## src/common/soc_pkg.sv

```systemverilog
package soc_pkg;

	// Bus widths
	typedef logic [31:0] addr_t;
	typedef logic [31:0] data_t;
	typedef logic [3:0]  strb_t;
	typedef logic [1:0]  resp_t;

	// AXI response codes
	localparam resp_t RESP_OKAY   = 2'b00;
	localparam resp_t RESP_SLVERR = 2'b10;
	localparam resp_t RESP_DECERR = 2'b11;

	// Address map, base plus span of each window
	localparam addr_t RAM_BASE   = 32'h0000_0000;
	localparam addr_t RAM_SPACE  = 32'h0000_07ff;
	localparam addr_t BOOT_BASE  = 32'h0001_0000;
	localparam addr_t BOOT_SPACE = 32'h0000_00ff;
	localparam addr_t UART_BASE  = 32'h0001_0100;
	localparam addr_t UART_SPACE = 32'h0000_00ff;

	// Slave ports on the decoder
	localparam int N_SLV = 3;
	typedef logic [1:0] slv_idx_t;
	localparam slv_idx_t RAM_IDX  = 2'd0;
	localparam slv_idx_t BOOT_IDX = 2'd1;
	localparam slv_idx_t UART_IDX = 2'd2;

	// On-chip RAM
	localparam int RAM_WORDS = 512;
	typedef logic [$clog2(RAM_WORDS)-1:0] ram_idx_t;

	// Boot controller registers
	typedef logic [7:0] reg_ofs_t;
	localparam reg_ofs_t BOOT_SRC_OFS     = 8'h00; // Strap readback
	localparam reg_ofs_t BOOT_SCRATCH_OFS = 8'h04;
	typedef logic [1:0] boot_src_t; // 0 SPI, 1 SRAM, 2 DDR

	// UART bit timing
	localparam int CLKS_PER_BIT = 8;
	typedef logic [$clog2(CLKS_PER_BIT)-1:0] baud_cnt_t;
	localparam baud_cnt_t BAUD_LAST = baud_cnt_t'(CLKS_PER_BIT - 1);

	// Master to slave
	typedef struct packed {
		logic  aw_valid;
		addr_t aw_addr;
		logic  w_valid;
		data_t w_data;
		strb_t w_strb;
		logic  b_ready;
		logic  ar_valid;
		addr_t ar_addr;
		logic  r_ready;
	} axi_req_t;

	// Slave to master
	typedef struct packed {
		logic  aw_ready;
		logic  w_ready;
		logic  b_valid;
		resp_t b_resp;
		logic  ar_ready;
		logic  r_valid;
		data_t r_data;
		resp_t r_resp;
	} axi_rsp_t;

endpackage

```

## src/hdl/boot_ctrl.sv

```systemverilog
`timescale 1ns/100ps

module boot_ctrl import soc_pkg::*; (
	input  logic      clk_i,
	input  logic      rst_n_i,
	input  boot_src_t boot_source_i,
	input  axi_req_t  req_i,
	output axi_rsp_t  rsp_o
);

	data_t    scratch_q, r_data_q;
	resp_t    b_resp_q;
	logic     r_valid_q, b_valid_q, rd_hs, wr_hs;
	reg_ofs_t rd_ofs, wr_ofs;

	assign rd_ofs = req_i.ar_addr[7:0];
	assign wr_ofs = req_i.aw_addr[7:0];
	assign rd_hs  = req_i.ar_valid && !r_valid_q;
	assign wr_hs  = req_i.aw_valid && req_i.w_valid && !b_valid_q;

	always_comb begin
		rsp_o          = '0;
		rsp_o.ar_ready = !r_valid_q;
		rsp_o.r_valid  = r_valid_q;
		rsp_o.r_data   = r_data_q;
		rsp_o.r_resp   = RESP_OKAY;
		rsp_o.aw_ready = !b_valid_q;
		rsp_o.w_ready  = !b_valid_q;
		rsp_o.b_valid  = b_valid_q;
		rsp_o.b_resp   = b_resp_q;
	end

	always_ff @(posedge clk_i or negedge rst_n_i) begin
		if (!rst_n_i) begin
			r_valid_q <= 1'b0;
			b_valid_q <= 1'b0;
			scratch_q <= '0;
		end else begin
			if (rd_hs) r_valid_q <= 1'b1;
			else if (req_i.r_ready) r_valid_q <= 1'b0;
			if (wr_hs) b_valid_q <= 1'b1;
			else if (req_i.b_ready) b_valid_q <= 1'b0;
			for (int b = 0; b < $bits(strb_t); b++) begin // Scratch written per byte
				if (wr_hs && wr_ofs == BOOT_SCRATCH_OFS && req_i.w_strb[b])
					scratch_q[b*8 +: 8] <= req_i.w_data[b*8 +: 8];
			end
		end
	end

	always_ff @(posedge clk_i) begin
		if (rd_hs) begin
			if (rd_ofs == BOOT_SRC_OFS) r_data_q <= data_t'(boot_source_i); // Zero-extended
			else if (rd_ofs == BOOT_SCRATCH_OFS) r_data_q <= scratch_q;
			else r_data_q <= '0;
		end
		if (wr_hs) b_resp_q <= (wr_ofs == BOOT_SRC_OFS) ? RESP_SLVERR : RESP_OKAY; // Straps read-only
	end

endmodule

```

## config.mk

```make
export PLATFORM = sky130hd
export DESIGN_NAME = boot_ctrl
export DESIGN_NICKNAME = d
export VERILOG_FILES = /design/src/common/soc_pkg.sv /design/src/hdl/boot_ctrl.sv
export SDC_FILE = /design/constraint.sdc
export NUM_CORES = 1
export LEC_CHECK = 0
export ABC_AREA = 1
export BUFFER_PORTS_ARGS = -buffer_cell sky130_fd_sc_hd__buf_2
export CAP_MARGIN = 20
export CORE_MARGIN = 5
export CORE_UTILIZATION = 45
export DETAILED_ROUTE_END_ITERATION = 10
export PLACE_DENSITY_LB_ADDON = 0.15
export SLEW_MARGIN = 20
export SYNTH_ARGS = -nofsm -noshare
export SYNTH_HDL_FRONTEND = slang
export SYNTH_SLANG_ARGS = --single-unit
export TNS_END_PERCENT = 10
```

## constraint.sdc

```tcl
create_clock -name clk_i -period 1.76 [get_ports clk_i]
set_clock_uncertainty 0.05 [all_clocks]
set_input_delay 0.44 -clock clk_i [delete_from_list [all_inputs] [get_ports clk_i]]
set_output_delay 0.44 -clock clk_i [all_outputs]
set_load 0.01 [all_outputs]
```

==> results.yml <==
run_status:
  status: "completed"
power:
  leakagePower_nw: 1.74
  p_int_w: 0.00234
  p_switching_w: 0.000718
  p_per_area_nw_per_um2: 843
  comb_power_share_pct: 9.6
  peakVddDrop_mv: 0.538
  p_sw_share_pct: 23.5
  pwr-share-seq_pct: 56.6
  clkPwrFrac_pct: 33.8
finish:
  layout-drive-gt1-share_pct: 33.7
  final_cell_mix: "buf_2, nand2_1, nor2_1"
  nFillCells: 588
  fin_nets: 490
  n_antenna_cell: 0
  syn_to_final_growth_pct: 22.5
  stdcell_area_um2: 3620
  layout.cells.non_filler: 463
  layout_commonest_cell: "buf_2"
setup_path:
  max_stage_delay_ns: 0.40
  cp_data_arrival_time_ns: 0.95
  r2r_slack_ns: 0.39
  r2r_end: "scratch_q[29]"
  end_kind: "primary output"
  cp_slowest_cell: "dfrtp_1"
  cp-start-kind: "flip-flop"
  reg2reg_depth: 7
  crit_fanout: 4
  cp-startpoint: "b_valid_q"
  worstSetupPathType: "flip-flop to primary output"
  path_buf_inv: 2
  crit_family: "flip-flops"
  critPathRequiredTime_ns: 1.27
  reg2reg_from: "b_valid_q"
  cp_cell_sequence: "inv_2 -> buf_2"
die:
  io_pins: 150
  rows: 29
  die_w_um: 91.1
  start_util_pct: 46.3
  die_area_um2: 8300
  die_y_um: 91.1
  core-area_um2: 6390
min_path:
  hold_class: "input pin to async pin"
clock_network:
  post_cts_buffers: 0
  clk_pin_slew_ns: 0.07
  ctsRootBufferMaster: "clkbuf_8"
  clk_latency_ns: 0.33
  cts_resized: 0
  ctsHtreeMaxLevel: 3
  cts_buffers: 9
  cts_tree: "done"
  cts_hold_buf: 0
  cts.path.max_buffers: 2
  clkSinkCount: 67
timing:
  max_freq_mhz: 693
  rsz0062_at_grt: "false"
  fin_crit_ns: 1.44
  setup_viol: 0
  tns_ns: 0
  hold_viol_final: 0
  slew_viol_final: 0
  timing.final.crit_share_pct: 82.0
global_routing:
  grt_pass1_vias: 2159
  grt_busiest_layer: "met2"
  grt_max_degree: 35
  grt_util_met1_pct: 19.3
  met3_usage_pct: 3.55
  grt_util_met2_pct: 25.4
  gr-usage-all-layers_pct: 15.5
  grt_antenna_before_repair: 0
  grt_pass1_wl_um: 10300
  grt.overflow.total: 0
detailed_routing:
  ant_nets: 0
  wire_per_inst_um: 13.1
  vias: 2179
  drt_iter0_drc: 78
  drt-total-wl_um: 6050
  drc: 0
  avgViaCountPerCell: 4.71
  drt_pass1_iterations: 4
logic_synthesis:
  synthesis.instances: 281
  avgSynthCellArea_um2: 10.5
  synth_edf_count: 33
  ys_seq_elements: 67
  syn_area_um2: 2960
  seq_area_frac_synth_pct: 62.2
  synth_cell_types: 21
  synthArstFlopShare_pct: 50.7
  yosysWarningCount: 0
  synth_flop_cell: "dfrtp_1"
placed_design:
  place.port_buffers: 98
  dp.cells: 447
  gp_congestion: 0.743
  hpwlAfterDp_um: 4290
  dpl-instance-area_um2: 3470
job:
  cap_violations: 0
cell type report:
type	count	area [um2]	share of cell area (%)
clock inverters	3	15.0	0.414
inverters	36	135	3.73
flip-flops and latches	67	1840	50.8
well taps	77	96.3	2.66
clock buffers	13	139	3.83
repair buffers	107	608	16.8
multi-input cells	160	788	21.8
power by group through the flow:
stage,Clock [W],Combinational [W],Sequential (W)
finish,0.00103,0.000292,0.00173
CTS,0.00107,0.000298,0.00173
detailed placement,0,0.000297,0.00176
floorplan,0,0.000118,0.00179
global placement,0,0.000292,0.00176
global route,0.00114,0.000323,0.00174
flip-flops by register name (all words and copies together), names as in the netlist:
name and cells:
r_data_q 32, scratch_q 32, b_resp_q 1, b_valid_q 1
r_valid_q 1
cells by family (layout without fill, tap and decap cells):
logic type	count (synthesis)	count (layout)	synth area share, %
other	1	3	0.127
buffers and inverters	56	159	11.4
flip-flops	67	67	62.2
AO/OA/AOI/OAI	2	2	0.338
AND/OR/NAND/NOR	155	155	25.9
how the worst max path moves through the flow:
stage | end | cells past startpoint
finish | rsp_o[39] | 2
CTS | rsp_o[39] | 2
floorplan | r_data_q[0] | 3
global route | rsp_o[40] | 2
global placement | r_data_q[16] | 7
detailed placement | r_data_q[16] | 7
per-layer routing:
metal / share of wire [%] / vias to the layer above / wire length, um
met4: 1.8 / 0 / 108
met2: 49 / 72 / 2950
li1: - / 1106 / -
met5: 0 / - / 0
met3: 6.5 / 8 / 391
met1: 43 / 993 / 2600
through the flow:
| stage | hold WS [ns] | worst slack, ns | power, W | utilization, % |
|---|---|---|---|---|
| 6_report | 0.00489 | 0.316 | 0.00305 | 56.7 |
| 5_1_grt | 0.0129 | 0.243 | 0.00320 | 56.7 |
| 4_1_cts | 0.00521 | 0.290 | 0.00310 | 56.7 |
| 3_5_place_dp | 0.367 | 0.180 | 0.00206 | 54.3 |
| 3_3_place_gp | 0.363 | 0.266 | 0.00205 | 54.3 |
| 2_1_floorplan | 0.0944 | 0.137 | 0.00191 | - |
worst reg2reg max path: cells and delay by family, from the launching register on:
kind	cells	cell delay, ns
simple gates	5	0.52
buf+inv	2	0.30
flops	1	0.40
synthesized netlist by cell type, types with 2 or more instances:
cell,count,share of area (%)
inv_1,35,4.4
edfxtp_1,33,33
nand4_1,32,6.8
nor2_1,37,4.7
nand3_4,5,3.0
nand3_1,2,0.34
buf_2,3,0.51
and2_1,2,0.42
buf_8,8,4.1
nand2_1,71,9.0
dfrtp_1,34,29
nor2_2,2,0.42
buf_4,9,2.3
(Power assumes the default switching activity.)
