### src/common/soc_pkg.sv
package soc_pkg;

	// Bus widths
	typedef logic [31:0] addr_t;
	typedef logic [31:0] data_t;
	typedef logic [3:0]  strb_t;
	typedef logic [1:0]  resp_t;

	// AXI response codes
	localparam resp_t RESP_OKAY   = 2'b00;
	localparam resp_t RESP_SLVERR = 2'b10;
	localparam resp_t RESP_DECERR = 2'b11;

	// Address map, base plus span of each window
	localparam addr_t RAM_BASE   = 32'h0000_0000;
	localparam addr_t RAM_SPACE  = 32'h0000_07ff;
	localparam addr_t BOOT_BASE  = 32'h0001_0000;
	localparam addr_t BOOT_SPACE = 32'h0000_00ff;
	localparam addr_t UART_BASE  = 32'h0001_0100;
	localparam addr_t UART_SPACE = 32'h0000_00ff;

	// Slave ports on the decoder
	localparam int N_SLV = 3;
	typedef logic [1:0] slv_idx_t;
	localparam slv_idx_t RAM_IDX  = 2'd0;
	localparam slv_idx_t BOOT_IDX = 2'd1;
	localparam slv_idx_t UART_IDX = 2'd2;

	// On-chip RAM
	localparam int RAM_WORDS = 512;
	typedef logic [$clog2(RAM_WORDS)-1:0] ram_idx_t;

	// Boot controller registers
	typedef logic [7:0] reg_ofs_t;
	localparam reg_ofs_t BOOT_SRC_OFS     = 8'h00; // Strap readback
	localparam reg_ofs_t BOOT_SCRATCH_OFS = 8'h04;
	typedef logic [1:0] boot_src_t; // 0 SPI, 1 SRAM, 2 DDR

	// UART bit timing
	localparam int CLKS_PER_BIT = 8;
	typedef logic [$clog2(CLKS_PER_BIT)-1:0] baud_cnt_t;
	localparam baud_cnt_t BAUD_LAST = baud_cnt_t'(CLKS_PER_BIT - 1);

	// Master to slave
	typedef struct packed {
		logic  aw_valid;
		addr_t aw_addr;
		logic  w_valid;
		data_t w_data;
		strb_t w_strb;
		logic  b_ready;
		logic  ar_valid;
		addr_t ar_addr;
		logic  r_ready;
	} axi_req_t;

	// Slave to master
	typedef struct packed {
		logic  aw_ready;
		logic  w_ready;
		logic  b_valid;
		resp_t b_resp;
		logic  ar_ready;
		logic  r_valid;
		data_t r_data;
		resp_t r_resp;
	} axi_rsp_t;

endpackage

### src/interconnect/axi_decoder.sv
`timescale 1ns/100ps

module axi_decoder import soc_pkg::*; (
	input  logic                 clk_i,
	input  logic                 rst_n_i,
	input  axi_req_t             m_req_i,
	output axi_rsp_t             m_rsp_o,
	output axi_req_t [N_SLV-1:0] s_req_o,
	input  axi_rsp_t [N_SLV-1:0] s_rsp_i
);

	// Offset wraps above space when addr is below base
	function automatic logic in_win(input addr_t addr, input addr_t base, input addr_t space);
		return (addr - base) <= space;
	endfunction

	// Hit flag, slave index through idx
	function automatic logic map_addr(input addr_t addr, output slv_idx_t idx);
		idx = RAM_IDX; // Harmless default on a miss
		if (in_win(addr, BOOT_BASE, BOOT_SPACE)) idx = BOOT_IDX;
		if (in_win(addr, UART_BASE, UART_SPACE)) idx = UART_IDX;
		return in_win(addr, RAM_BASE, RAM_SPACE) || in_win(addr, BOOT_BASE, BOOT_SPACE) ||
			in_win(addr, UART_BASE, UART_SPACE);
	endfunction

	logic     ar_hit, aw_hit;
	slv_idx_t ar_idx, aw_idx;
	logic     rd_busy_q, rd_err_q, wr_busy_q, wr_err_q; // One outstanding per direction
	slv_idx_t rd_sel_q, wr_sel_q;
	logic     rd_hs, r_done, wr_hs, b_done;

	always_comb begin
		ar_hit = map_addr(m_req_i.ar_addr, ar_idx);
		aw_hit = map_addr(m_req_i.aw_addr, aw_idx);
	end

	// Payload to every slave, valids and readies only to the chosen one
	always_comb begin
		for (int i = 0; i < N_SLV; i++) begin
			s_req_o[i]          = m_req_i;
			s_req_o[i].ar_valid = 1'b0;
			s_req_o[i].aw_valid = 1'b0;
			s_req_o[i].w_valid  = 1'b0;
			s_req_o[i].r_ready  = 1'b0;
			s_req_o[i].b_ready  = 1'b0;
		end
		if (!rd_busy_q && ar_hit) s_req_o[ar_idx].ar_valid = m_req_i.ar_valid;
		if (rd_busy_q && !rd_err_q) s_req_o[rd_sel_q].r_ready = m_req_i.r_ready;
		if (!wr_busy_q && aw_hit) begin
			s_req_o[aw_idx].aw_valid = m_req_i.aw_valid;
			s_req_o[aw_idx].w_valid  = m_req_i.w_valid;
		end
		if (wr_busy_q && !wr_err_q) s_req_o[wr_sel_q].b_ready = m_req_i.b_ready;
	end

	always_comb begin
		m_rsp_o = '0;
		if (!rd_busy_q) begin
			m_rsp_o.ar_ready = ar_hit ? s_rsp_i[ar_idx].ar_ready : 1'b1; // Miss taken locally
		end else if (rd_err_q) begin
			m_rsp_o.r_valid = 1'b1;        // r_data stays zero
			m_rsp_o.r_resp  = RESP_DECERR;
		end else begin
			m_rsp_o.r_valid = s_rsp_i[rd_sel_q].r_valid;
			m_rsp_o.r_data  = s_rsp_i[rd_sel_q].r_data;
			m_rsp_o.r_resp  = s_rsp_i[rd_sel_q].r_resp;
		end
		if (!wr_busy_q) begin
			m_rsp_o.aw_ready = aw_hit ? s_rsp_i[aw_idx].aw_ready : 1'b1;
			m_rsp_o.w_ready  = aw_hit ? s_rsp_i[aw_idx].w_ready : 1'b1;
		end else if (wr_err_q) begin
			m_rsp_o.b_valid = 1'b1;
			m_rsp_o.b_resp  = RESP_DECERR;
		end else begin
			m_rsp_o.b_valid = s_rsp_i[wr_sel_q].b_valid;
			m_rsp_o.b_resp  = s_rsp_i[wr_sel_q].b_resp;
		end
	end

	assign rd_hs  = m_req_i.ar_valid && m_rsp_o.ar_ready;
	assign r_done = m_rsp_o.r_valid && m_req_i.r_ready;
	assign wr_hs  = m_req_i.aw_valid && m_req_i.w_valid && m_rsp_o.aw_ready && m_rsp_o.w_ready;
	assign b_done = m_rsp_o.b_valid && m_req_i.b_ready;

	always_ff @(posedge clk_i or negedge rst_n_i) begin
		if (!rst_n_i) begin
			rd_busy_q <= 1'b0;
			rd_err_q  <= 1'b0;
			rd_sel_q  <= RAM_IDX;
			wr_busy_q <= 1'b0;
			wr_err_q  <= 1'b0;
			wr_sel_q  <= RAM_IDX;
		end else begin
			if (rd_hs) begin
				rd_busy_q <= 1'b1;
				rd_err_q  <= !ar_hit;
				rd_sel_q  <= ar_idx;
			end else if (r_done) begin
				rd_busy_q <= 1'b0;
			end
			if (wr_hs) begin
				wr_busy_q <= 1'b1;
				wr_err_q  <= !aw_hit;
				wr_sel_q  <= aw_idx;
			end else if (b_done) begin
				wr_busy_q <= 1'b0;
			end
		end
	end

endmodule

### config.mk
export PLATFORM = sky130hd
export DESIGN_NAME = axi_decoder
export DESIGN_NICKNAME = d
export VERILOG_FILES = /design/src/common/soc_pkg.sv /design/src/interconnect/axi_decoder.sv
export SDC_FILE = /design/constraint.sdc
export NUM_CORES = 1
export LEC_CHECK = 0
export BUFFER_PORTS_ARGS = -buffer_cell sky130_fd_sc_hd__buf_2
export CAP_MARGIN = 30
export CORE_AREA = 2 2 229 231
export CTS_BUF_LIST = sky130_fd_sc_hd__clkbuf_4 sky130_fd_sc_hd__clkbuf_8
export DETAILED_ROUTE_END_ITERATION = 10
export DIE_AREA = 0 0 231 233
export GPL_ROUTABILITY_DRIVEN = 0
export GPL_TIMING_DRIVEN = 1
export PLACE_DENSITY = 0.3
export SYNTH_ARGS = -nofsm -noshare
export SYNTH_HDL_FRONTEND = slang
export SYNTH_SLANG_ARGS = --single-unit
### constraint.sdc
create_clock -name clk_i -period 8.2 [get_ports clk_i]
set_input_delay 1.64 -clock clk_i [delete_from_list [all_inputs] [get_ports clk_i]]
set_output_delay 1.64 -clock clk_i [all_outputs]
set_load 0.02 [all_outputs]
==> results_dict.tcl, run 1 <==
set metrics [dict create \
    outcome "completed" \
    dieArea_sq_um 53800 \
    die_w_um 231 \
    fmax_mhz 165 \
    crit_family "simple AND/OR/NAND/NOR gates" \
    dp_cells 1370 \
    path_clk_slew_ns 0.04 \
    grt_overflow 0 \
    synthFlopType "dfrtp_1" \
    wl_mm 17.9 \
    fp.coreArea_sq_um 51100 \
    crit_top_cell "buf_2" \
    postCtsResizedCells 0 \
    path_cells "buf_2 > or4_4 > nor4_1 > or4b_4 > nor4b_4 > a21oi_2 > or3b_1 > nor2b_1 > buf_2" \
    syn-mean-instance-area_sq_um 6.83 \
    nNetsFinal 925 \
    ant_nets 0 \
    ios 586 \
    grt_pass1_wl_mm 24.3 \
    io_buffers 377 \
    p_leak_nw 2.27 \
    htreeDepth 1 \
    min_period_ns 6.05 \
    hold_viol 0 \
    critical_path_depth 9 \
    r2r_cells 7 \
    timing.rr.end "rd_busy_q$_DFFE_PN0P_" \
    critPathBufInv 2 \
    maxSlewHeadroom_pct 50.8 \
    syn_area_sq_um 4300 \
    grt_usage_pct 6.06 \
    wl_per_cell_um 13.0 \
    tns_ns 0 \
    cp-startpoint "m_req_i[15]" \
    clk_path_buf_depth 2 \
    crit_fanout 4 \
    clk_latency_ns 0.25 \
    synth-seq-area-share_pct 4.65 \
    synth_edf_count 0 \
    holdPathEnd "wr_err_q$_DFFE_PN0P_" \
    grt_max_degree 41 \
    arrival_ns 4.41 \
    maxSlewViolCount 0 \
    fin_crit_sh_pct 73.8 \
    numCtsBuffers 3 \
    layout.cells.non_filler 1375 \
    yosysTopAreaCell "buf_4" \
    pre_cts_ws_ns 2.17 \
    rrSetupSlack_ns 5.79 \
    vdd_drop_max_v 0.0000436 \
    fin_worst_skew_ns 0.000112 \
    p_per_area_nw_per_um2 101 \
    area_growth_pct 11.4 \
    crit_type "input port to output pin" \
    cpPeakStageDelay_ns 0.56 \
    fillers 6114 \
    setup_ws_ns 2.15 \
    synth_seq_cells 8 \
    drt_first_iter_violations 125 \
    rows 83 \
    drive_gt1_share_pct 56.8 \
    hold_path_depth 1 \
    drtPass1Iterations 4 \
    grt_pass1_vias 3744 \
    ys_warn_count 0 \
    vias 3969 \
    worst_path_max_delay_cell "or4_4" \
    syn-num-nets 860 \
    cp-end-kind "output pin" \
    cts.sink_count 8 \
    tritoncts "done" \
    hold_start "wr_err_q$_DFFE_PN0P_" \
    finalPower_mw 0.485 \
    grt_antenna_before_repair 0 \
    drc 0 \
    setup_violations 0 \
    post_cts_hold_buffer_count 0 \
    max_cap_violations 0 \
    die_h_um 233 \
    hp-class "flip-flop to flip-flop" \
    dpl.hpwl_mm 15.8 \
    yosysTopAreaCellShare_pct 52.3 \
    post_cts_buffers 0 \
    synth.area.top_cells "buf_4, mux2i_1, nor2_1" \
    r2r-start "rd_sel_q[0]$_DFFE_PN0P_" \
    start_kind "input port" \
    start_util_pct 8.42 \
    cp.required_ns 6.56 \
    via_per_inst 2.89 \
    ys_types 47 \
    async_flop_share_pct 100 \
    postLayoutCoreUtil_pct 9.39 \
    rsz0062_at_grt "false" \
    root_buffer "clkbuf_8" \
    synth_cells 630 \
    worst_pin_slew_ns 0.731 \
]
==> where the power goes <==
group          internal (mW)  switching (mW)
registers             0.0457          0.0208
clock network         0.0375          0.0210
logic                  0.126           0.235
total                  0.209           0.276
==> final cells by class <==
cell class / count / area, sq um / share of cell area (%)
repair buffers: 381 / 1920 / 40.0
multi-input cells: 295 / 1750 / 36.6
well taps: 680 / 851 / 17.7
flip-flops and latches: 8 / 201 / 4.20
clock buffers: 4 / 48.8 / 1.02
inverters: 6 / 22.5 / 0.470
diodes: 1 / 2.50 / 0.0522
==> registers in the layout (all words and copies together), names as in the netlist <==
| name | count |
|---|---|
| rd_err_q | 1 |
| wr_sel_q | 2 |
| wr_err_q | 1 |
| rd_busy_q | 1 |
| wr_busy_q | 1 |
| rd_sel_q | 2 |
==> kinds of logic (layout without fill, tap and decap cells) <==
| logic type | Yosys count | in the layout | synth area share (%) |
|---|---|---|---|
| DFF | 8 | 8 | 4.65 |
| and+or+nand+nor | 177 | 177 | 20.6 |
| AOI/OAI and AO/OA | 77 | 77 | 10.6 |
| buffers and inverters | 327 | 391 | 54.7 |
| muxes | 39 | 39 | 9.07 |
| other | 0 | 1 | 0 |
| xor gates and xnor gates | 2 | 2 | 0.407 |
==> Yosys cell counts, types with 2 or more instances <==
cell and number:
nand4b_1 2, o21ai_0 13, a21oi_1 43, nor2_1 87
and3_1 2, o211ai_1 3, o31a_1 3, or4_1 4
nor3_1 11, and2_1 7, or2_2 2, mux2i_1 39
a22o_1 2, xnor2_1 2, nor4b_1 2, nor3b_1 2
nand2_1 17, buf_1 7, inv_1 6, nor4_1 10
or3_1 3, buf_4 300, nor2b_1 7, dfrtp_1 8
a21o_1 2, nand4_1 3, clkbuf_1 14, nand2b_1 3
nand3_1 6, nand3b_1 3
==> worst max-delay path by stage <==
stage	endpoint	slack [ns]
6_report	m_rsp_o[35]	2.15
3_3_place_gp	m_rsp_o[35]	2.25
4_1_cts	m_rsp_o[35]	2.16
3_5_place_dp	m_rsp_o[35]	2.17
5_1_grt	m_rsp_o[35]	1.97
2_1_floorplan	m_rsp_o[35]	2.69
==> through the flow <==
| step | instance area [sq um] | hold WS [ns] |
|---|---|---|
| final | 4800 | 0.599 |
| after global routing | 4790 | 0.634 |
| after CTS | 4790 | 0.618 |
| after detailed placement | 4740 | 0.607 |
| after global placement | 4740 | 0.596 |
| after floorplan | 4300 | 0.523 |
==> cells in the final DEF (no fill, tap or decap), types with 2 or more instances in the layout <==
cell      netlist  final
and2_1          7      7
nand2b_1        3      3
buf_4         300      4
nand2_1        17     17
or3_1           3      3
o31a_1          3      3
nor2b_1         7      6
nand4_1         3      3
a21oi_1        43     43
buf_2           0    377
nand4b_1        2      2
and3_1          2      2
nor3_1         11     11
xnor2_1         2      2
nand3b_1        3      3
nor2_1         87     87
nor4_1         10     10
or4_1           4      4
dfrtp_1         8      7
clkbuf_8        0      3
nand3_1         6      6
mux2i_1        39     39
o21ai_0        13     13
nor3b_1         2      2
or2_2           2      2
o211ai_1        3      3
a21o_1          2      2
inv_1           6      6
a22o_1          2      2
nor4b_1         2      2
==> worst register-to-register path: stages (launching register included) <==
cell	delay [ns]
dfrtp_2	0.38
buf_4	0.30
nor2b_2	0.51
buf_4	0.40
a21oi_1	0.12
o21ai_0	0.20
nand2_1	0.19
a22o_1	0.21
==> metal layers <==
metal,up-vias,GRT usage (%),share of wire (%),wire [um]
li1,1920,-,-,-
met1,1741,7.04,39,7010
met2,295,10.1,49,8700
met3,13,3.11,11,1970
met4,0,0.867,0.94,168
met5,-,0,0,0
Note: power is estimated with default switching activity, not from simulation.
==> run 2, diff against run 1 <==
==> constraint.sdc (replaced) <==
create_clock -name clk_i -period 5.7 [get_ports clk_i]
set_input_delay 1.14 -clock clk_i [delete_from_list [all_inputs] [get_ports clk_i]]
set_output_delay 1.14 -clock clk_i [all_outputs]
set_load 0.02 [all_outputs]
==> run 2 against run 1 <==
Against the previous run:
- flip-flop and latch count is the same
- global-route usage grew 0.14 points
- routed wire length grew 2.2%
- clock skew is essentially flat
- design area grew 0.57%
- sequential power grew 42%
- count of clock-buffer cells in the layout is the same
- worst hold slack lost 0.0048 ns
- utilization grew 0.054 points
- highest routed layer unchanged
==> results_dict.tcl, run 2 (synthesized netlist as in run 1, its figures left out) <==
set metrics [dict create \
    outcome "completed" \
    p_leak_nw 2.29 \
    grt_pass1_wl_mm 24.6 \
    clockPowerShare_pct 11.6 \
    layout.cells.non_filler 1376 \
    rsz0062_at_grt "false" \
    wl_met1_mm 7.05 \
    cp.required_ns 4.56 \
    p_seq_share_pct 13.3 \
    grt_max_degree 40 \
    p_sw_mw 0.398 \
    fin_crit_sh_pct 88.8 \
    root_buffer "clkbuf_8" \
    clk_latency_ns 0.24 \
    fp.coreArea_sq_um 51100 \
    start_kind "input port" \
    placed_area_sq_um 4770 \
    numCtsBuffers 3 \
    post_cts_buffers 0 \
    ant_nets 0 \
    crit_family "simple AND/OR/NAND/NOR gates" \
    setup_violations 0 \
    dieArea_sq_um 53800 \
    cts.sink_count 8 \
    hold_viol 0 \
    die_w_um 231 \
    met2_wirelength_mm 8.76 \
    maxSlewViolCount 0 \
    via_per_inst 2.93 \
    drt_first_iter_violations 135 \
    worst_pin_slew_ns 0.749 \
    cpPeakStageDelay_ns 0.56 \
    drive_gt1_share_pct 56.8 \
    min_period_ns 5.06 \
    ios 586 \
    arrival_ns 3.92 \
    grt_overflow 0 \
    fin_worst_skew_ns 0.000110 \
    pre_cts_ws_ns 0.599 \
    reg_top3 "rd_sel_q (2), wr_sel_q (2)" \
    comb_power_share_pct 75.1 \
    crit_type "input port to output pin" \
    layout_common_cells "buf_2, nor2_1, a21oi_1, mux2i_1, nand2_1" \
    worst_path_max_delay_cell "or4_4" \
    nNetsFinal 926 \
    grt_usage_pct 6.19 \
    grt_pass1_vias 3733 \
    setup_ws_ns 0.638 \
    path_cells "buf_2 > or4_4 > nor4_1 > or4b_4 > nor4b_4 > a21oi_2 > or3b_1 > nor2b_1 > buf_2" \
    wl_per_cell_um 13.3 \
    tritoncts "done" \
    final_common_cell "buf_2" \
    die_h_um 233 \
    rows 83 \
    dpl.hpwl_mm 16.2 \
    htreeDepth 1 \
    power.internal_mw 0.311 \
    hp-class "flip-flop to flip-flop" \
    p_per_area_nw_per_um2 147 \
    swShare_pct 56.1 \
    tns_ns 0 \
    start_util_pct 8.42 \
    max_cap_violations 0 \
    path_clk_slew_ns 0.04 \
    fmax_mhz 198 \
    fillers 6096 \
    clk_path_buf_depth 2 \
    grt_antenna_before_repair 0 \
    area_growth_pct 12.1 \
    drc 0 \
    wl_mm 18.2 \
    hold_ws_ns 0.594 \
    critPathBufInv 2 \
    io_buffers 377 \
    wl_met3_mm 2.27 \
    final_area_sq_um 4820 \
    post_cts_hold_buffer_count 0 \
    cp-end-kind "output pin" \
    crit_fanout 4 \
    crit_top_cell "buf_2" \
    dp_cells 1371 \
    top_layer_used "met4" \
    postCtsResizedCells 0 \
    maxSlewHeadroom_pct 49.9 \
    vdd_drop_max_v 0.0000724 \
    drtPass1Iterations 5 \
    vias 4025 \
]
run 2: path summary, 6_finish.rpt:
kind | startpoint | to | slack (ns) | depth (start not counted)
max in group asynchronous | rst_n_i | rd_sel_q[0]$_DFFE_PN0P_ | 4.66 | 1
min reg2reg | wr_err_q$_DFFE_PN0P_ | wr_err_q$_DFFE_PN0P_ | 0.59 | 1
max | m_req_i[15] | m_rsp_o[35] | 0.64 | 9
max reg2reg | rd_sel_q[0]$_DFFE_PN0P_ | rd_busy_q$_DFFE_PN0P_ | 3.67 | 6
min | wr_err_q$_DFFE_PN0P_ | wr_err_q$_DFFE_PN0P_ | 0.59 | 1
min in group asynchronous | rst_n_i | wr_busy_q$_DFFE_PN0P_ | 0.79 | 1
run 2: area by class of cell:
class	instances	area [sq um]	area share, %
clock buffers	4	48.8	1.01
diodes	1	2.50	0.0519
well taps	680	851	17.6
repair buffers	382	1940	40.3
flip-flops and latches	8	201	4.18
multi-input cells	295	1750	36.3
inverters	6	22.5	0.467
run 2: per-layer routing:
| metal | global-route usage (%) | vias to the layer above |
|---|---|---|
| li1 | - | 1929 |
| met1 | 7.07 | 1770 |
| met2 | 10.2 | 313 |
| met3 | 3.57 | 13 |
| met4 | 0.847 | 0 |
| met5 | 0 | - |
run 2: worst reg2reg max path, stage by stage, from the launching register on:
cell     delay (ns)
dfrtp_2        0.40
nor2b_2        0.60
buf_4          0.30
a21oi_1        0.07
o21ai_0        0.17
nand2_1        0.18
a22o_1         0.20
run 2: power by group through the flow:
stage / Combinational (mW) / Clock, mW / Sequential, mW
floorplan: 0.518 / 0 / 0.0762
global placement: 0.532 / 0 / 0.0987
detailed placement: 0.542 / 0 / 0.0983
CTS: 0.544 / 0.0914 / 0.0972
global route: 0.578 / 0.0965 / 0.0983
finish: 0.532 / 0.0820 / 0.0942
run 2: stage by stage:
step                      util (%)  power (mW)
after floorplan                  -       0.594
after global placement        9.29       0.631
after detailed placement      9.34       0.641
after CTS                     9.44       0.733
after global routing          9.44       0.773
final                         9.44       0.708
