## src/common/soc_pkg.sv

```systemverilog
package soc_pkg;

	// Bus widths
	typedef logic [31:0] addr_t;
	typedef logic [31:0] data_t;
	typedef logic [3:0]  strb_t;
	typedef logic [1:0]  resp_t;

	// AXI response codes
	localparam resp_t RESP_OKAY   = 2'b00;
	localparam resp_t RESP_SLVERR = 2'b10;
	localparam resp_t RESP_DECERR = 2'b11;

	// Address map, base plus span of each window
	localparam addr_t RAM_BASE   = 32'h0000_0000;
	localparam addr_t RAM_SPACE  = 32'h0000_07ff;
	localparam addr_t BOOT_BASE  = 32'h0001_0000;
	localparam addr_t BOOT_SPACE = 32'h0000_00ff;
	localparam addr_t UART_BASE  = 32'h0001_0100;
	localparam addr_t UART_SPACE = 32'h0000_00ff;

	// Slave ports on the decoder
	localparam int N_SLV = 3;
	typedef logic [1:0] slv_idx_t;
	localparam slv_idx_t RAM_IDX  = 2'd0;
	localparam slv_idx_t BOOT_IDX = 2'd1;
	localparam slv_idx_t UART_IDX = 2'd2;

	// On-chip RAM
	localparam int RAM_WORDS = 512;
	typedef logic [$clog2(RAM_WORDS)-1:0] ram_idx_t;

	// Boot controller registers
	typedef logic [7:0] reg_ofs_t;
	localparam reg_ofs_t BOOT_SRC_OFS     = 8'h00; // Strap readback
	localparam reg_ofs_t BOOT_SCRATCH_OFS = 8'h04;
	typedef logic [1:0] boot_src_t; // 0 SPI, 1 SRAM, 2 DDR

	// UART bit timing
	localparam int CLKS_PER_BIT = 8;
	typedef logic [$clog2(CLKS_PER_BIT)-1:0] baud_cnt_t;
	localparam baud_cnt_t BAUD_LAST = baud_cnt_t'(CLKS_PER_BIT - 1);

	// Master to slave
	typedef struct packed {
		logic  aw_valid;
		addr_t aw_addr;
		logic  w_valid;
		data_t w_data;
		strb_t w_strb;
		logic  b_ready;
		logic  ar_valid;
		addr_t ar_addr;
		logic  r_ready;
	} axi_req_t;

	// Slave to master
	typedef struct packed {
		logic  aw_ready;
		logic  w_ready;
		logic  b_valid;
		resp_t b_resp;
		logic  ar_ready;
		logic  r_valid;
		data_t r_data;
		resp_t r_resp;
	} axi_rsp_t;

endpackage

```

## src/uart/axi_uart_tx.sv

```systemverilog
`timescale 1ns/100ps

module axi_uart_tx import soc_pkg::*; (
	input  logic     clk_i,
	input  logic     rst_n_i,
	input  axi_req_t req_i,
	output axi_rsp_t rsp_o,
	output logic     tx_o
);

	typedef enum logic [1:0] {ST_IDLE, ST_START, ST_DATA, ST_STOP} tx_state_e;

	tx_state_e state_q;
	baud_cnt_t baud_cnt_q;
	logic [2:0] bit_idx_q;   // Data bit in flight
	logic [7:0] shift_q;     // LSB goes out next
	logic       tx_q, r_valid_q, b_valid_q, busy_rd_q;
	logic       bit_end, busy, wr_rdy, rd_hs, wr_hs;

	assign busy    = (state_q != ST_IDLE);
	assign bit_end = (baud_cnt_q == BAUD_LAST);
	assign wr_rdy  = !busy && !b_valid_q;   // Stalls writes until the frame is out
	assign rd_hs   = req_i.ar_valid && !r_valid_q;
	assign wr_hs   = req_i.aw_valid && req_i.w_valid && wr_rdy;
	assign tx_o    = tx_q;

	always_comb begin
		rsp_o          = '0;
		rsp_o.ar_ready = !r_valid_q;
		rsp_o.r_valid  = r_valid_q;
		rsp_o.r_data   = data_t'(busy_rd_q); // Busy flag in bit 0
		rsp_o.r_resp   = RESP_OKAY;
		rsp_o.aw_ready = wr_rdy;
		rsp_o.w_ready  = wr_rdy;
		rsp_o.b_valid  = b_valid_q;
		rsp_o.b_resp   = RESP_OKAY;
	end

	always_ff @(posedge clk_i or negedge rst_n_i) begin
		if (!rst_n_i) begin
			state_q    <= ST_IDLE;
			baud_cnt_q <= '0;
			bit_idx_q  <= '0;
			tx_q       <= 1'b1; // Line idles high
			r_valid_q  <= 1'b0;
			b_valid_q  <= 1'b0;
		end else begin
			if (rd_hs) r_valid_q <= 1'b1;
			else if (req_i.r_ready) r_valid_q <= 1'b0;
			if (wr_hs) b_valid_q <= 1'b1;
			else if (req_i.b_ready) b_valid_q <= 1'b0;
			baud_cnt_q <= (!busy || bit_end) ? '0 : baud_cnt_q + 1'b1;
			case (state_q)
				ST_IDLE: if (wr_hs) begin
					state_q <= ST_START;
					tx_q    <= 1'b0;          // Start bit
				end
				ST_START: if (bit_end) begin
					state_q   <= ST_DATA;
					bit_idx_q <= '0;
					tx_q      <= shift_q[0];
				end
				ST_DATA: if (bit_end) begin
					if (bit_idx_q == 3'd7) begin
						state_q <= ST_STOP;
						tx_q    <= 1'b1;      // Stop bit
					end else begin
						bit_idx_q <= bit_idx_q + 1'b1;
						tx_q      <= shift_q[1]; // Next bit before the shift lands
					end
				end
				default: if (bit_end) state_q <= ST_IDLE;
			endcase
		end
	end

	always_ff @(posedge clk_i) begin
		if (wr_hs) shift_q <= req_i.w_data[7:0];
		else if (state_q == ST_DATA && bit_end) shift_q <= shift_q >> 1;
		if (rd_hs) busy_rd_q <= busy; // Frozen while r_valid waits
	end

endmodule

```

## config.mk

```make
export PLATFORM = sky130hd
export DESIGN_NAME = axi_uart_tx
export DESIGN_NICKNAME = d
export VERILOG_FILES = /design/src/common/soc_pkg.sv /design/src/uart/axi_uart_tx.sv
export SDC_FILE = /design/constraint.sdc
export NUM_CORES = 1
export LEC_CHECK = 0
export BUFFER_PORTS_ARGS = -buffer_cell sky130_fd_sc_hd__buf_4
export CORE_MARGIN = 2
export CORE_UTILIZATION = 36
export DETAILED_ROUTE_END_ITERATION = 6
export GPL_TIMING_DRIVEN = 0
export PLACE_DENSITY = 0.83
export SYNTH_ARGS = -nofsm -noshare
export SYNTH_HDL_FRONTEND = slang
export SYNTH_SLANG_ARGS = --single-unit
```

## constraint.sdc

```tcl
create_clock -name clk_i -period 3.1 [get_ports clk_i]
set_input_delay 0.62 -clock clk_i [delete_from_list [all_inputs] [get_ports clk_i]]
set_output_delay 0.62 -clock clk_i [all_outputs]
set_load 0.05 [all_outputs]
```

==> out/qor.csv, run 1 <==
stage;metric;value;unit
status;outcome;finished, final reports clean;
place;Detailed Place HPWL;1800;um
critical_path;R2R cell count;6;
timing;Final Cycle Share;0.779;
synthesis;synthesized-area fraction occupied by and/or/nand/nor cells;0.158;
timing;Fin. Hold Viols;0;
floorplanning;core region area;3390;um^2
job;Max-Cap Viols;0;
cells_and_area;filler instances;317;
timing;TNS Setup;0;ns
floorplanning;Cell Rows;21;
synthesis;largest family of logic cells by synthesized area;buffers and inverters;
cells_and_area;multi-input combinational cell area;531;um^2
synthesis;Post-Synthesis Cell Area;1300;um^2
place;I/O Buffers;21;
global_routing;initial antenna violation count;0;
floorplanning;Boundary Pins;149;
floorplanning;Die Area;4100;um^2
cts;CTS Sinks;20;
critical_path;WS Path Type;flip-flop to output pin;
routing;DRT Pass-1 Iters;4;
global_routing;largest net degree at the start of global routing;13;
cells_and_area;most common cell after layout, fill and taps aside;buf_4;
synthesis;Compound-Gate Fraction of Synth Area;0.0820;
cts;clock slew at reported path FFs;0.12;ns
routing;routed vias;957;
floorplanning;Die Wd;64.0;um
routing;Post-Route WL;2260;um
timing;final setup vio count;0;
global_routing;GRT Total Usage;0.118;
cts;Root Driver;clkbuf_4;
global_routing;vias in the first global route;884;
cells_and_area;area occupied by registers;547;um^2
synthesis;post-synth top area cell;buf_4;
cells_and_area;final non-filler cell area;1690;um^2
place;Cell Area, Placed;1640;um^2
power;Tot Pwr;1.11;mW
critical_path;Reg-to-Reg End;shift_q[5];
critical_path;Max FO, Critical Path;8;
global_routing;first-pass GRT wire length;3770;um
timing;Final Max Slew Viols;0;
critical_path;Crit path arrival time;1.80;ns
critical_path;critical path required time;2.48;ns
synthesis;top-area cell type share of the netlist area;0.237;
cts;H-tree levels;1;
cts;CTS Buf Count;3;
cts;Clock Latency Late Sink;0.31;ns
floorplanning;Die Y;64.0;um
cells_and_area;layout cells sized above 1;0.348;
cts;post-CTS setup buffer count;0;
critical_path;internal reg-to-reg setup slack;1.15;ns
timing;clk_skew;0.00957;ns
critical_path;Crit. End Element;output pin;
cells_and_area;commonest non-fill, non-tap cells in the layout;62 x buf_4, 35 x conb_1, 34 x nand2_1, 10 x dfrtp_1, 9 x edfxtp_1;
synthesis;Synth Instances;139;
critical_path;reg2reg start;state_q[0];
routing;Routed wire per std cell;9.27;um
synthesis;flops & latches, synth;20;
timing;Fmax;414;MHz
hold_path;path type of the worst min-delay path;input pin to async pin;
power;pwr dens;655;nW/um^2
cts;CTS resizes;0;
cts;cts hold-fix bufs;0;
global_routing;GRT overflow;0;
critical_path;CP Launch Type;flip-flop;
power;VDD IR max;489;uV
power;Lkg Pwr;0.936;nW
timing;RSZ-0062 raised after global routing;no;
synthesis;Synth Area in XOR/XNOR;0;
routing;# DRC;0;
synthesis;post-synthesis mux area share;0;
timing;fin crit period;2.42;ns
synthesis;Synth Area in Adders;0.0676;
floorplanning;Initial Util;0.382;
place;RePlAce Congestion;0.780;
cts;clock tree from TritonCTS;built;
cts;Clock Path Buffers;2;
cells_and_area;Final Net Count;313;
synthesis;Mean Syn Cell Area;9.33;um^2
routing;vias per cell;3.92;
synthesis;Syn. warnings;0;
routing;Detail Route Antenna Nets;0;
synthesis;Synth area leaders;buf_4 24%, edfxtp_1 21%, dfrtp_1 19%, nand2_1 9.8%, ha_1 6.8%;
routing;1st-iter DRT viols;20;
cells_and_area;n_diodes;0;
synthesis;sequential area share after synthesis;0.422;
cells_and_area;Area growth, synth to finish;30.5;%
synthesis;post-synthesis cell type count;27;
-- routing by layer --
layer	GRT usage	part of all wire
met1	0.140	0.41
met2	0.199	0.49
met3	0.0405	0.095
met4	0.0380	0.010
met5	0	0
-- Yosys cell counts --
cell	instances
a222oi_1	1
edfxtp_1	9
inv_1	6
nand2_1	34
nor3_1	1
o32a_1	1
a22o_1	3
clkbuf_1	2
buf_2	1
nor2b_1	1
o2111ai_1	1
and3_1	2
or3_1	1
nor2_1	3
nand4b_4	1
nand2b_1	1
dfrtp_1	10
o21bai_1	1
ha_1	7
clkinv_1	1
o21ai_0	6
o2bb2ai_1	1
conb_1	1
and2_1	1
buf_4	41
o21ai_1	1
dfstp_2	1
-- worst max-delay path: stages, from the launching register on --
cell and delay [ns]:
dfrtp_1 0.42, inv_1 0.11, ha_1 0.18, buf_4 0.17, inv_1 0.11, nor2_1 0.18
buf_4 0.14, buf_4 0.18
-- report_power, final --
group	internal (mW)	switching [mW]
combinational	0.185	0.339
clock	0.131	0.0841
sequential	0.341	0.0295
-- cell type report --
| class | instances | area share |
|---|---|---|
| Clock buffer | 3 | 0.0133 |
| Timing Repair Buffer | 21 | 0.0932 |
| Multi-Input combinational cell | 102 | 0.314 |
| Tap cell | 46 | 0.0340 |
| Sequential cell | 20 | 0.323 |
| Clock inverter | 1 | 0.0178 |
| Inverter | 7 | 0.0155 |
| Buffer | 44 | 0.189 |
-- registers in the layout, summed over array words and instances (netlist names) --
name / count
shift_q: 8
baud_cnt_q: 3
bit_idx_q: 3
state_q: 2
b_valid_q: 1
busy_rd_q: 1
r_valid_q: 1
tx_o: 1
-- how the worst max path moves through the flow --
| stage | start | endpoint | slack [ns] | cells after the start |
|---|---|---|---|---|
| 6_report | state_q[0] | rsp_o[40] | 0.68 | 7 |
| 5_1_grt | state_q[0] | rsp_o[40] | 0.54 | 7 |
| 4_1_cts | state_q[1] | rsp_o[40] | 0.68 | 7 |
| 3_5_place_dp | state_q[0] | rsp_o[39] | 1.09 | 7 |
| 3_3_place_gp | state_q[1] | rsp_o[40] | 1.17 | 7 |
| 2_1_floorplan | state_q[0] | rsp_o[39] | 1.37 | 6 |
-- logic make-up (layout without fill, tap and decap cells) --
logic type / count (synthesis) / in the layout
flip-flops: 20 / 20
AO/OA/AOI/OAI: 15 / 15
AND/OR/NAND/NOR: 45 / 45
other: 1 / 35
adder cells (fa/ha/maj): 7 / 7
buffers and inverters: 51 / 76
-- through the flow --
step           setup WS, ns   util  hold WS [ns]  instances
3_3_place_gp           1.17  0.484         0.425        240
3_5_place_dp           1.09  0.484         0.429        240
5_1_grt               0.543  0.499         0.111        244
2_1_floorplan          1.37      -         0.324        173
4_1_cts               0.683  0.499         0.120        244
6_report              0.684  0.499         0.117        244
Note: power is estimated with default switching activity, not from simulation.
==> run 2, diff against run 1 <==
Settings changed: ABC_AREA set to 1, CORE_UTILIZATION 36 to 31, PLACE_DENSITY 0.83 to 0.75.
Clock period 3.1 ns to 2.1 ns, I/O delays scaled along.
==> run 2 against run 1 <==
Effect of this change: total power up 62%; critical path type unchanged; worst setup slack worse by 0.49 ns; global-route usage down 1.9 points; clock power up 20%; register-to-register slack worse by 0.88 ns; synthesized area up 3.8%; flip-flop and latch count unchanged; sequential share of layout area down 1.1 points; critical path depth down 1; clock skew down 0.0032 ns.
==> out/qor.csv, run 2 <==
stage;metric;value;unit
power;VDD IR max;679;uV
cts;clock slew at reported path FFs;0.07;ns
place;RePlAce Congestion;0.729;
timing;Final WS setup;0.195;ns
routing;DRT Pass-1 Iters;4;
cells_and_area;Cell Count, Final, Fillers Out;265;
floorplanning;core region area;4090;um^2
routing;routed vias;974;
global_routing;first-pass GRT wire length;3820;um
synthesis;post-synthesis cell type count;19;
cts;Clock Path Buffers;2;
cells_and_area;layout cells sized above 1;0.367;
floorplanning;Initial Util;0.329;
critical_path;WS Path Type;flip-flop to output pin;
critical_path;Crit. End Element;output pin;
routing;1st-iter DRT viols;41;
power;Lkg Pwr;0.989;nW
timing;RSZ-0062 raised after global routing;no;
place;Cell Area, Placed;1690;um^2
synthesis;Post-synth ARST share;0.550;
routing;vias per cell;3.68;
cells_and_area;Largest Register;shift_q;
cells_and_area;Area growth, synth to finish;30.2;%
timing;clk_skew;0.00635;ns
synthesis;Mean Syn Cell Area;8.68;um^2
job;Max-Cap Viols;0;
global_routing;largest net degree at the start of global routing;12;
hold_path;path type of the worst min-delay path;input pin to flip-flop;
critical_path;Crit path arrival time;1.49;ns
timing;TNS Setup;0;ns
cells_and_area;fin util;0.429;
cells_and_area;most common cell after layout, fill and taps aside;buf_4;
routing;Post-Route WL;2180;um
cts;CTS Buf Count;3;
global_routing;initial antenna violation count;0;
timing;Fin. Hold Viols;0;
routing;Routed wire per std cell;8.24;um
cells_and_area;Largest regs;shift_q: 8 flops, baud_cnt_q: 3 flops, bit_idx_q: 3 flops;
cts;Clock Latency Late Sink;0.27;ns
synthesis;Post-Synthesis Cell Area;1350;um^2
critical_path;Max FO, Critical Path;4;
synthesis;Synth area leaders;buf_4 22%, edfxtp_1 20%, dfrtp_1 19%, nand2_1 8.9%, ha_1 6.5%;
synthesis;post-synth top area cell;buf_4;
cells_and_area;Final Net Count;330;
timing;Fmax;525;MHz
cts;post-CTS setup buffer count;0;
place;I/O Buffers;21;
power;Tot Pwr;1.80;mW
critical_path;critical path required time;1.68;ns
synthesis;Synth Instances;155;
timing;Fin Hold WS;0.322;ns
timing;final setup vio count;0;
synthesis;Post-synth EDFFs;9;
timing;Final Max Slew Viols;0;
cts;CTS Sinks;20;
synthesis;Most used DFF post-synth;dfrtp_1;
global_routing;GRT Total Usage;0.0990;
synthesis;top-area cell type share of the netlist area;0.223;
routing;# DRC;0;
place;Placed Instances;260;
synthesis;flops & latches, synth;20;
routing;Detail Route Antenna Nets;0;
timing;fin crit period;1.91;ns
floorplanning;Boundary Pins;149;
floorplanning;Cell Rows;23;
global_routing;vias in the first global route;919;
cts;H-tree levels;1;
synthesis;most frequent cells after synthesis;40 x buf_4, 32 x nand2_1, 19 x inv_1;
cells_and_area;final non-filler cell area;1750;um^2
cts;Root Driver;clkbuf_8;
power;pwr dens;1030;nW/um^2
synthesis;Syn. warnings;0;
floorplanning;Die Wd;69.9;um
floorplanning;Die Y;69.9;um
critical_path;CP Launch Type;flip-flop;
synthesis;most common cell in the netlist;buf_4;
place;Detailed Place HPWL;1800;um
cells_and_area;n_diodes;0;
place;Post-Place Worst Slack;-0.0780;ns
cts;clock tree from TritonCTS;built;
cells_and_area;commonest non-fill, non-tap cells in the layout;61 x buf_4, 35 x conb_1, 32 x nand2_1, 19 x inv_1, 10 x dfrtp_1;
timing;Final Cycle Share;0.907;
status;outcome;finished, final reports clean;
synthesis;sequential area share after synthesis;0.407;
cells_and_area;max reg flops;8;
global_routing;GRT overflow;0;
floorplanning;Die Area;4880;um^2
==> run 2: final cells by class <==
cell class,instances,area (um^2)
plain buffers,42,317
clock buffers,3,41.3
clock inverters,1,3.75
fillers,432,2330
inverters,20,75.1
multi-input cells,107,538
flip-flops and latches,20,547
well taps,50,62.6
repair buffers,22,168
==> run 2: worst max-delay path: stages, from the launching register on <==
cell and delay, ns:
dfrtp_1 0.41, inv_1 0.09, ha_1 0.21, inv_2 0.09
nor2_4 0.12, buf_4 0.12, buf_4 0.18
==> run 2: report_power, final <==
group          switching [mW]  internal (mW)  leakage [nW]
Clock                   0.128          0.131        0.0231
Sequential             0.0470          0.515         0.224
Combinational           0.638          0.339         0.742
Total                   0.813          0.985         0.989
==> run 2: worst paths after layout <==
kind | start | end | slack [ns] | depth (start not counted)
max | state_q[1] | rsp_o[39] | 0.19 | 6
min | req_i[34] | b_valid_q | 0.32 | 2
max reg2reg | state_q[1] | shift_q[0] | 0.27 | 7
min reg2reg | baud_cnt_q[0] | baud_cnt_q[0] | 0.43 | 1
max in group asynchronous | rst_n_i | tx_o | 1.34 | 2
min in group asynchronous | rst_n_i | state_q[0] | 0.53 | 2
==> run 2: repair_timing <==
action,in CTS,in global routing
resized for setup,1,1
endpoints found under the setup margin,8,8
hold endpoints to repair,10,0
hold buffers,1,0
==> run 2: cells by family (layout without fill, tap and decap cells) <==
logic type | after synthesis | after routing | synth area share
flip-flops | 20 | 20 | 0.407
buffers and inverters | 62 | 88 | 0.291
AO/OA/AOI/OAI | 16 | 16 | 0.0809
other | 1 | 35 | 0.00279
AND/OR/NAND/NOR | 49 | 49 | 0.153
adder cells (fa/ha/maj) | 7 | 7 | 0.0651
==> run 2: routing by layer <==
metal | routed length (um) | up-vias | GRT usage
met2 | 1040 | 45 | 0.170
li1 | - | 526 | -
met3 | 213 | 5 | 0.0346
met4 | 55 | 0 | 0.0577
met1 | 876 | 398 | 0.104
met5 | 0 | - | 0
==> run 3, diff against run 2 <==
Settings changed: CELL_PAD_IN_SITES_DETAIL_PLACEMENT set to 1, CELL_PAD_IN_SITES_GLOBAL_PLACEMENT set to 1, CORE_UTILIZATION 31 to 20, GPL_ROUTABILITY_DRIVEN set to 1, GPL_TIMING_DRIVEN 0 to unset, PLACE_DENSITY 0.75 to 0.76.
==> run 3 against run 2 <==
Effect of this change: core utilization fell by 19 points; register-to-register slack improved by 0.19 ns; worst setup slack improved by 0.035 ns; combinational power fell by 9.1%; global-route usage fell by 3.2 points; die area rose by 52%; hold slack barely moved; critical path depth fell by 1; non-clock buffer count fell by 40.
==> out/qor.csv, run 3 (synthesis results as in run 2) <==
stage;metric;value;unit
power;VDD IR max;720;uV
cells_and_area;multi-input combinational cell area;534;um^2
cells_and_area;Final Net Count;290;
critical_path;CP bufs+invs;3;
cells_and_area;area occupied by registers;547;um^2
timing;fin crit period;1.87;ns
floorplanning;Cell Rows;29;
routing;Post-Route WL;2330;um
power;sw power;0.824;mW
place;Detailed Place HPWL;1840;um
cells_and_area;most common cell after layout, fill and taps aside;conb_1;
timing;final setup vio count;0;
timing;Final Max Slew Viols;0;
floorplanning;Die Wd;86.0;um
cells_and_area;layout cells sized above 1;0.223;
cells_and_area;Cell Count, Final, Fillers Out;252;
critical_path;slowest CP cell;dfrtp_1;
place;Cell Area, Placed;1430;um^2
cells_and_area;filler instances;766;
cells_and_area;n_diodes;0;
place;RePlAce Congestion;0.809;
cts;CTS Sinks;20;
cts;clock slew at reported path FFs;0.08;ns
cells_and_area;Largest Register;shift_q;
critical_path;critical path required time;1.68;ns
cells_and_area;Largest regs;shift_q: 8 flops, baud_cnt_q: 3 flops, bit_idx_q: 3 flops;
global_routing;vias in the first global route;844;
cells_and_area;final non-filler cell area;1510;um^2
floorplanning;Boundary Pins;149;
cts;Root Driver;clkbuf_8;
timing;Fmax;535;MHz
timing;Fin. Hold Viols;0;
global_routing;initial antenna violation count;0;
global_routing;largest net degree at the start of global routing;17;
routing;# DRC;0;
timing;Final Cycle Share;0.891;
global_routing;GRT overflow;0;
cts;clock tree from TritonCTS;built;
power;Net Sw Frac;0.446;
power;Lkg Pwr;0.783;nW
cts;H-tree levels;1;
cts;CTS Buf Count;3;
job;Max-Cap Viols;0;
cells_and_area;commonest non-fill, non-tap cells in the layout;35 x conb_1, 32 x nand2_1, 23 x buf_4, 19 x inv_1, 10 x dfrtp_1;
routing;vias per cell;3.60;
floorplanning;Initial Util;0.209;
routing;Detail Route Antenna Nets;0;
timing;RSZ-0062 raised after global routing;no;
global_routing;first-pass GRT wire length;3880;um
power;Comb power frac;0.480;
routing;routed vias;907;
cts;Clock Path Buffers;2;
timing;TNS Setup;0;ns
hold_path;path type of the worst min-delay path;input pin to flip-flop;
critical_path;CP delay by family, top;flip-flops;
critical_path;Crit path arrival time;1.45;ns
routing;Routed wire per std cell;9.23;um
critical_path;crit-path cells;inv_1, ha_1, inv_2, nor2_4, buf_4;
status;outcome;finished, final reports clean;
critical_path;CP Launch Type;flip-flop;
critical_path;Max FO, Critical Path;4;
critical_path;Crit. End Element;output pin;
power;power share of the clock group;0.213;
power;internal power;1.02;mW
floorplanning;core region area;6420;um^2
power;pwr dens;1230;nW/um^2
cells_and_area;Area growth, synth to finish;12.0;%
routing;DRT Pass-1 Iters;4;
timing;clk_skew;0.00725;ns
cells_and_area;max reg flops;8;
place;Placed Instances;247;
place;I/O Buffers;21;
cts;CTS resizes;0;
routing;1st-iter DRT viols;19;
cts;Clock Latency Late Sink;0.26;ns
floorplanning;Die Area;7400;um^2
critical_path;WS Path Type;flip-flop to output pin;
power;Reg power frac;0.307;
critical_path;Worst path max stage delay;0.42;ns
global_routing;GRT Total Usage;0.0674;
floorplanning;Die Y;86.0;um
run 3: cell types whose count changed in the layout (fill, tap and decap cells not counted):
cell	before	now
buf_6	1	0
o21ai_2	8	7
buf_4	61	23
o21ai_0	7	8
buf_2	1	0
clkinv_1	1	0
bufinv_16	0	1
run 3: stage by stage:
step	setup WS (ns)	util	total power, mW	hold slack, ns
2_1_floorplan	0.287	-	1.36	0.124
3_3_place_gp	0.511	0.222	1.44	0.270
3_5_place_dp	0.464	0.222	1.47	0.270
4_1_cts	0.209	0.235	1.87	0.317
5_1_grt	0.117	0.235	1.99	0.339
6_report	0.229	0.235	1.85	0.322
run 3: layout make-up:
class,instances,share of cell area
clock buffers,3,0.0274
inverters,20,0.0498
multi-input cells,107,0.355
well taps,77,0.0640
flip-flops and latches,20,0.363
repair buffers,24,0.121
clock inverters,1,0.0199
run 3: path summary, 6_finish.rpt:
check | from | end | slack, ns | depth (start not counted)
hold / removal | req_i[34] | b_valid_q | 0.32 | 2
min in group asynchronous | rst_n_i | state_q[1] | 0.53 | 2
max in group asynchronous | rst_n_i | tx_o | 1.33 | 2
hold reg to reg | baud_cnt_q[0] | baud_cnt_q[0] | 0.44 | 1
setup / recovery | state_q[0] | rsp_o[39] | 0.23 | 5
setup reg to reg | state_q[0] | shift_q[3] | 0.46 | 8
run 3: timing repair:
| item | in CTS | in global routing |
|---|---|---|
| setup buffers | 0 | 0 |
| hold buffers | 1 | 0 |
| endpoints found under the setup margin | 0 | 0 |
| hold endpoints to repair | 10 | 0 |
run 3: metal layers:
metal	up-vias	routed length [um]	global-route usage
li1	446	-	-
met1	409	1080	0.0849
met2	50	976	0.104
met3	2	241	0.0289
met4	0	27	0.0216
met5	-	0	0
run 3: power groups by stage:
| stage | Combinational (mW) | Sequential [mW] | Clock [mW] |
|---|---|---|---|
| after floorplan | 0.790 | 0.572 | 0 |
| after global placement | 0.870 | 0.569 | 0 |
| after detailed placement | 0.897 | 0.574 | 0 |
| after CTS | 0.900 | 0.567 | 0.406 |
| after global routing | 0.989 | 0.577 | 0.424 |
| final | 0.887 | 0.566 | 0.394 |
